$ cat config.mk
export PLATFORM = sky130hd
export DESIGN_NAME = qspi_mem_ctrl
export DESIGN_NICKNAME = d
export VERILOG_FILES = /design/src/logic/qspi_pkg.sv /design/src/logic/qspi_write_align.sv /design/src/logic/qspi_sequencer.sv /design/src/logic/qspi_read_return.sv /design/src/logic/qspi_mem_ctrl.sv
export SDC_FILE = /design/constraint.sdc
export NUM_CORES = 1
export LEC_CHECK = 0
export BUFFER_PORTS_ARGS = -buffer_cell sky130_fd_sc_hd__buf_2
export CORE_MARGIN = 1
export CORE_UTILIZATION = 45
export DETAILED_ROUTE_END_ITERATION = 10
export HOLD_SLACK_MARGIN = 0.12
export PLACE_DENSITY = 0.67
export SYNTH_ARGS = -nofsm -noshare
export SYNTH_HDL_FRONTEND = slang
export SYNTH_SLANG_ARGS = --single-unit
$ cat constraint.sdc
create_clock -name clk -period 6.76 [get_ports clk]
set_input_delay 0.676 -clock clk [delete_from_list [all_inputs] [get_ports clk]]
set_output_delay 0.676 -clock clk [all_outputs]
set_load 0.005 [all_outputs]
$ cat src/logic/qspi_pkg.sv
// ####################
// qspi package
// widths, command codes and sequencer state encoding.
// ####################
`default_nettype none

package qspi_pkg;

  localparam int num_cs = 3;  // chip selects on the bus.
  localparam int addr_w = 23;  // 8M words of 32 bits.
  localparam int data_w = 32;

  // spi command codes.
  localparam logic [7:0] cmd_read = 8'h03;
  localparam logic [7:0] cmd_write = 8'h02;
  localparam logic [7:0] cmd_quad_read = 8'hEB;  // fast read quad.
  localparam logic [7:0] cmd_quad_write = 8'h38;

  // remaining shift bits, up to one full word.
  typedef logic [5:0] bit_count_t;

  localparam bit_count_t addr_bits = 6'd24;
  localparam bit_count_t cmd_bits = 6'd8;
  localparam bit_count_t dummy_clocks = 6'd6;  // single-bit clocks.

  typedef enum logic [2:0] {
    st_idle       = 3'd0,
    st_select     = 3'd1,
    st_command    = 3'd2,
    st_address    = 3'd3,
    st_dummy      = 3'd4,
    st_data_setup = 3'd5,
    st_finish     = 3'd6
  } seq_state_t;

endpackage

`default_nettype wire

$ cat src/logic/qspi_write_align.sv
// ####################
// qspi write align
// byte offset, bit count and left-justified write word from strobes.
// ####################
`default_nettype none

module qspi_write_align
  import qspi_pkg::*;
(
  input  logic [3:0]        wstrb_i,
  input  logic [data_w-1:0] wdata_i,
  output logic [1:0]        byte_offset_o,
  output bit_count_t        wr_bits_o,
  output logic [data_w-1:0] wr_word_o
);

  always_comb begin
    wr_word_o = wdata_i;  // lower bits are don't care for short writes.
    case (wstrb_i)
      4'b0001: begin
        byte_offset_o = 2'd3;
        wr_bits_o = 6'd8;
        wr_word_o[31:24] = wdata_i[7:0];
      end
      4'b0010: begin
        byte_offset_o = 2'd2;
        wr_bits_o = 6'd8;
        wr_word_o[31:24] = wdata_i[15:8];
      end
      4'b0100: begin
        byte_offset_o = 2'd1;
        wr_bits_o = 6'd8;
        wr_word_o[31:24] = wdata_i[23:16];
      end
      4'b1000: begin
        byte_offset_o = 2'd0;
        wr_bits_o = 6'd8;
        wr_word_o[31:24] = wdata_i[31:24];
      end
      4'b0011: begin
        byte_offset_o = 2'd2;  // lower half.
        wr_bits_o = 6'd16;
        wr_word_o[31:16] = wdata_i[15:0];
      end
      4'b1100: begin
        byte_offset_o = 2'd0;  // upper half.
        wr_bits_o = 6'd16;
        wr_word_o[31:16] = wdata_i[31:16];
      end
      default: begin
        // full word, also for irregular strobe patterns
        byte_offset_o = 2'd0;
        wr_bits_o = 6'd32;
        wr_word_o = wdata_i;
      end
    endcase
  end

endmodule

`default_nettype wire

$ cat src/logic/qspi_sequencer.sv
// ####################
// qspi sequencer
// command, address, dummy and data phases on the spi pins.
// ####################
`default_nettype none

module qspi_sequencer
  import qspi_pkg::*;
(
  input  logic              clk,
  input  logic              resetn,
  input  logic              valid_i,
  input  logic              busy_i,
  input  logic [addr_w-1:0] addr_i,
  input  logic [3:0]        wstrb_i,
  input  logic              psram_flash_i,
  input  logic              quad_mode_i,
  input  logic [num_cs-1:0] ce_ctrl_i,
  input  logic [1:0]        byte_offset_i,
  input  bit_count_t        wr_bits_i,
  input  logic [data_w-1:0] wr_word_i,
  input  logic [3:0]        sio_i,
  output logic              sclk_o,
  output logic [3:0]        sio_o,
  output logic [3:0]        sio_oe_o,
  output logic [num_cs-1:0] ce_o,
  output logic [data_w-1:0] rx_word_o,
  output logic              done_o
);

  seq_state_t state_q, state_d;
  logic [data_w-1:0] buf_q, buf_d;
  bit_count_t bits_q, bits_d;
  logic quad_q, quad_d;
  logic sclk_q, sclk_d;
  logic [3:0] sio_out_q, sio_out_d;
  logic [3:0] sio_oe_q, sio_oe_d;
  logic [num_cs-1:0] ce_q, ce_d;
  logic [3:0] lane_d;
  logic is_write;
  logic [1:0] addr_offset;

  assign is_write = |wstrb_i;
  assign addr_offset = is_write ? byte_offset_i : 2'b00;  // reads fetch whole words.

  always_ff @(posedge clk) begin
    if (!resetn) begin
      state_q <= st_idle;
      buf_q <= '0;
      bits_q <= '0;
      quad_q <= 1'b0;
      sclk_q <= 1'b0;
      sio_out_q <= 4'b0000;
      sio_oe_q <= 4'b0000;
      ce_q <= '1;
    end else begin
      state_q <= state_d;
      buf_q <= buf_d;
      bits_q <= bits_d;
      quad_q <= quad_d;
      sclk_q <= sclk_d;
      sio_out_q <= sio_out_d;
      sio_oe_q <= sio_oe_d;
      ce_q <= ce_d;
    end
  end

  always_comb begin
    state_d = state_q;
    buf_d = buf_q;
    bits_d = bits_q;
    quad_d = quad_q;
    sclk_d = sclk_q;
    sio_oe_d = sio_oe_q;
    ce_d = ce_q;
    done_o = 1'b0;

    if (sclk_q) begin
      sclk_d = 1'b0;  // falling half puts the next bit out below.
    end else if (|bits_q) begin
      // rising half samples the input lines
      sclk_d = 1'b1;
      buf_d = quad_q ? {buf_q[27:0], sio_i} : {buf_q[30:0], sio_i[1]};
      bits_d = quad_q ? bits_q - 6'd4 : bits_q - 6'd1;
    end else begin
      case (state_q)
        st_idle: begin
          ce_d = '1;
          sio_oe_d = 4'b0000;
          quad_d = 1'b0;
          if (valid_i && !busy_i) begin
            state_d = st_select;
          end
        end

        st_select: begin
          ce_d = ~ce_ctrl_i;  // chip selects are active low.
          sio_oe_d = 4'b0001;
          state_d = st_command;
        end

        st_command: begin
          if (quad_mode_i) begin
            buf_d[31:24] = is_write ? cmd_quad_write : cmd_quad_read;
          end else begin
            buf_d[31:24] = is_write ? cmd_write : cmd_read;
          end
          bits_d = cmd_bits;  // always single-bit.
          state_d = st_address;
        end

        st_address: begin
          if (psram_flash_i) begin
            buf_d[31:8] = {1'b0, addr_i[20:0], addr_offset};
          end else begin
            buf_d[31:8] = {addr_i[21:0], addr_offset};
          end
          bits_d = addr_bits;
          sio_oe_d = quad_mode_i ? 4'b1111 : 4'b0001;
          quad_d = quad_mode_i;
          state_d = (quad_mode_i && !is_write) ? st_dummy : st_data_setup;
        end

        st_dummy: begin
          sio_oe_d = 4'b0000;  // lines released for turnaround.
          bits_d = dummy_clocks;
          quad_d = 1'b0;
          state_d = st_data_setup;
        end

        st_data_setup: begin
          quad_d = quad_mode_i;
          if (is_write) begin
            sio_oe_d = quad_mode_i ? 4'b1111 : 4'b0001;
            buf_d = wr_word_i;
            bits_d = wr_bits_i;
          end else begin
            sio_oe_d = quad_mode_i ? 4'b0000 : 4'b0001;
            bits_d = bit_count_t'(data_w);
          end
          state_d = st_finish;
        end

        st_finish: begin
          done_o = 1'b1;
          ce_d = '1;
          sio_oe_d = 4'b0000;
          state_d = st_idle;
        end

        default: state_d = st_idle;
      endcase
    end

    // outputs only move while the spi clock stays low
    lane_d = quad_d ? buf_d[31:28] : {3'b000, buf_d[31]};
    sio_out_d = sclk_d ? sio_out_q : (lane_d & sio_oe_d);
  end

  assign sclk_o = sclk_q;
  assign sio_o = sio_out_q;
  assign sio_oe_o = sio_oe_q;
  assign ce_o = ce_q;
  assign rx_word_o = buf_q;

endmodule

`default_nettype wire

$ cat src/logic/qspi_read_return.sv
// ####################
// qspi read return
// orders read data and holds ready against valid.
// ####################
`default_nettype none

module qspi_read_return
  import qspi_pkg::*;
(
  input  logic              clk,
  input  logic              resetn,
  input  logic              valid_i,
  input  logic              done_i,
  input  logic [data_w-1:0] rx_word_i,
  input  logic              psram_flash_i,
  output logic [data_w-1:0] rdata_o,
  output logic              ready_o,
  output logic              busy_o
);

  logic ready_q;
  logic [data_w-1:0] rdata_q;

  always_ff @(posedge clk) begin
    if (!resetn) begin
      ready_q <= 1'b0;
    end else if (done_i) begin
      ready_q <= 1'b1;
    end else if (!valid_i) begin
      ready_q <= 1'b0;  // request withdrawn.
    end
  end

  always_ff @(posedge clk) begin
    if (done_i) begin
      if (psram_flash_i) begin
        rdata_q <= rx_word_i;  // shift order as received.
      end else begin
        // flash returns bytes in little endian order
        rdata_q <= {rx_word_i[7:0], rx_word_i[15:8], rx_word_i[23:16], rx_word_i[31:24]};
      end
    end
  end

  assign rdata_o = rdata_q;
  assign ready_o = ready_q;
  assign busy_o = ready_q;  // blocks a restart until valid drops.

endmodule

`default_nettype wire

$ cat src/logic/qspi_mem_ctrl.sv
// ####################
// qspi memory controller
// cpu word port to psram or nor flash over spi or qspi.
// ####################
`default_nettype none

module qspi_mem_ctrl
  import qspi_pkg::*;
(
  input  logic              clk,
  input  logic              resetn,
  input  logic [addr_w-1:0] addr_i,
  input  logic [data_w-1:0] wdata_i,
  input  logic [3:0]        wstrb_i,
  input  logic              valid_i,
  input  logic              psram_flash_i,
  input  logic              quad_mode_i,
  input  logic [num_cs-1:0] ce_ctrl_i,
  input  logic [3:0]        sio_i,
  output logic [data_w-1:0] rdata_o,
  output logic              ready_o,
  output logic              sclk_o,
  output logic [3:0]        sio_o,
  output logic [3:0]        sio_oe_o,
  output logic [num_cs-1:0] ce_o
);

  logic [1:0] byte_offset;
  bit_count_t wr_bits;
  logic [data_w-1:0] wr_word;
  logic [data_w-1:0] rx_word;
  logic done;
  logic busy;

  qspi_write_align write_align_i (
    .wstrb_i       (wstrb_i),
    .wdata_i       (wdata_i),
    .byte_offset_o (byte_offset),
    .wr_bits_o     (wr_bits),
    .wr_word_o     (wr_word)
  );

  qspi_sequencer sequencer_i (
    .clk           (clk),
    .resetn        (resetn),
    .valid_i       (valid_i),
    .busy_i        (busy),
    .addr_i        (addr_i),
    .wstrb_i       (wstrb_i),
    .psram_flash_i (psram_flash_i),
    .quad_mode_i   (quad_mode_i),
    .ce_ctrl_i     (ce_ctrl_i),
    .byte_offset_i (byte_offset),
    .wr_bits_i     (wr_bits),
    .wr_word_i     (wr_word),
    .sio_i         (sio_i),
    .sclk_o        (sclk_o),
    .sio_o         (sio_o),
    .sio_oe_o      (sio_oe_o),
    .ce_o          (ce_o),
    .rx_word_o     (rx_word),
    .done_o        (done)
  );

  qspi_read_return read_return_i (
    .clk           (clk),
    .resetn        (resetn),
    .valid_i       (valid_i),
    .done_i        (done),
    .rx_word_i     (rx_word),
    .psram_flash_i (psram_flash_i),
    .rdata_o       (rdata_o),
    .ready_o       (ready_o),
    .busy_o        (busy)
  );

endmodule

`default_nettype wire

==> impl_metrics.yaml <==
cts:
  hold_buffers: 0
  clockRootBuffer: "clkbuf_16"
  htree_levels: 3
  cts.sinks: 87
  clock_path_buffers: 2
  post_cts_buffers: 0
  clk_pin_slew_ns: 0.07
  cts_buffers: 9
  post_cts_resized: 0
  cts_tree: "yes"
  clk_latency_ns: 0.34
power_and_ir_drop:
  power_uw: 2260
  power_density_nw_per_um2: 378
  vdd_ir_drop_max_v: 0.000323
  p_leak_uw: 0.00232
routing:
  detail_route.vias_per_cell: 6.00
  num_vias: 4809
  wl_per_cell_um: 19.3
  drt-total-wl_um: 15500
  first_pass_iters: 5
  drtIter0Drc: 437
  ant_nets: 0
  drc_errors: 0
layout:
  num_antenna_cells: 0
  multiInputGateArea_um2: 2820
  fillers: 1020
  seq_area_um2: 2060
  fin_area_um2: 5990
  final_cell_mix: "buf_2 (114), nor2_1 (82), a21oi_1 (59)"
  layout-drive-gt1-share: 0.284
  layout.nets: 730
  layout_commonest_cell: "buf_2"
  syn_to_final_growth_pct: 17.0
global_routing:
  grt_max_degree: 44
  grt_pass1_wl_um: 24300
  grt-ovfl-total: 0
  antenna_found_initial: 0
  grt.total_usage: 0.273
  grt_pass1_vias: 4558
logic_synthesis:
  synth-seq-cells: 87
  yosysWarningCount: 0
  syn_nets: 646
  synthTopCellsByArea: "dfxtp_1 (22%), edfxtp_1 (19%), mux2_2 (8.8%), mux2i_1 (6.5%), nor2_1 (6.1%)"
  postSynth.asyncResetShare: 0
  yosys.cell_types.count: 60
  syn_area_per_cell_um2: 8.94
  netlist_area_um2: 5120
  synth-edff-count: 32
  seq_area_frac_synth: 0.403
  syn-instance-count: 573
  synth_top_area_frac: 0.215
  yosysTopAreaCell: "dfxtp_1"
  synth-main-ff-cell: "dfxtp_1"
die:
  start_util: 0.466
  core_area_um2: 11000
  die_y_um: 109
  dieArea_um2: 11800
  rows: 38
  io_pins: 116
  fp.dieW_um: 109
setup_path:
  max_stage_delay_ns: 0.83
  required_ns: 7.00
  crit_fanout: 38
  endpoint_kind: "register"
  crit_path_start_kind: "register"
  critical_path_class: "reg2reg"
  crit_path_top_delay_cell: "and4bb_2"
  cp.arrival_ns: 2.99
  crit_chain: "inv_1 -> ha_1 -> and4bb_2 -> nand3_1 -> o21ai_0 -> a211oi_1 -> mux2_2 -> a32o_1"
timing:
  fin_worst_skew_ns: 0.0104
  setup_violations: 0
  finalHoldViolCount: 0
  tns_ns: 0
  finalCriticalPeriod_ns: 2.76
  finalCritPeriodShare: 0.408
  tightest_slew_ns: 1.16
  rsz0062_at_grt: "false"
  relSlewSlack: 0.229
  slew_violations: 0
  max_freq_mhz: 363
placement:
  dpl_cell_area_um2: 5710
  gp_congestion: 0.926
  io_buffers: 114
  hpwl_um: 11100
flow_run:
  drv_cap: 0
outcome:
  status: "finished, final reports clean"
min_path:
  min_path_type: "reg2reg"
==> critical path, delay by kind of cell, from the launching register on <==
family / cells / cell delay (ns)
simple gates: 2 / 1.05
compound gates: 3 / 0.57
buf+inv: 1 / 0.10
mux: 1 / 0.35
fa+ha+maj: 1 / 0.22
flops: 1 / 0.34
==> layout make-up <==
class / instances / area share
inverter: 13 / 0.00815
sequential: 87 / 0.345
tap: 140 / 0.0293
multi-input combinational: 427 / 0.471
clock inverter: 6 / 0.00606
clock buffer: 10 / 0.0399
timing repair buffer: 119 / 0.102
==> metrics by stage <==
stage | instances | util | hold slack (ns) | setup WS, ns
finish | 802 | 0.545 | 0.467 | 4.00
global route | 802 | 0.545 | 0.500 | 3.81
CTS | 802 | 0.545 | 0.477 | 4.05
detailed placement | 786 | 0.520 | 0.460 | 3.87
floorplan | 573 | - | 0.463 | 3.65
global placement | 786 | 0.520 | 0.462 | 3.88
==> logic make-up (layout without fill, tap and decap cells) <==
group           Yosys count  after routing  share of synthesized area
buf+inv                  59            148                     0.0486
flops                    87             87                      0.403
simple gates            192            192                      0.180
xor+xnor                  1              1                    0.00171
mux                      74             74                      0.157
compound gates          158            158                      0.206
fa+ha+maj                 2              2                    0.00489
==> sequential cells by signal (all words and copies together), names as in the netlist <==
register	cells
sequencer_i.rx_word_o	32
sequencer_i.sclk_o	1
sequencer_i.sio_o	4
read_return_i.rdata_o	32
read_return_i.busy_o	1
sequencer_i.bits_q	6
sequencer_i.sio_oe_o	4
sequencer_i.state_q	3
sequencer_i.quad_q	1
sequencer_i.ce_o	3
==> power by group <==
group,leakage [uW],total [uW],switching [uW],internal [uW]
clock network,0.000140,465,208,257
registers,0.000745,813,157,656
logic,0.00143,987,602,384
==> synthesized netlist by cell type, drive strengths merged, types with 2 or more instances <==
cell and n:
o21a 2, and3b 2, mux2i 34, or3 2
nor4bb 2, nand2b 7, o211ai 4, and2 4
a222oi 6, nand2 36, a221oi 2, nor2 84
nor4 3, a31oi 4, a2111oi 3, nor2b 10
inv 13, o21ai 28, nor3 18, dfxtp 55
nand3b 3, and3 4, ha 2, o211a 2
buf 21, nand4 3, o31ai 6, or4 2
clkbuf 25, a22oi 5, a32o 6, nand3 9
mux2 40, o221ai 12, edfxtp 32, a21oi 59
a211oi 10
==> path summary, 6_finish.rpt <==
kind | from | end | depth (start not counted) | slack, ns
worst max-delay path | sequencer_i.bits_q[3] | sequencer_i.sio_o[0] | 8 | 4.00
worst min-delay path | sequencer_i.sio_o[2] | sequencer_i.sio_o[2] | 1 | 0.47
worst max register to register | sequencer_i.bits_q[3] | sequencer_i.sio_o[0] | 8 | 4.00
worst min register to register | sequencer_i.sio_o[2] | sequencer_i.sio_o[2] | 1 | 0.47
==> routing by layer <==
| layer | track usage | up-vias | share of wire |
|---|---|---|---|
| met4 | 0.131 | 0 | 0.037 |
| met3 | 0.0520 | 34 | 0.057 |
| met2 | 0.442 | 191 | 0.47 |
| met5 | 0 | - | 0 |
| li1 | - | 2287 | - |
| met1 | 0.350 | 2297 | 0.43 |
Power figures use the tool's default switching activity.
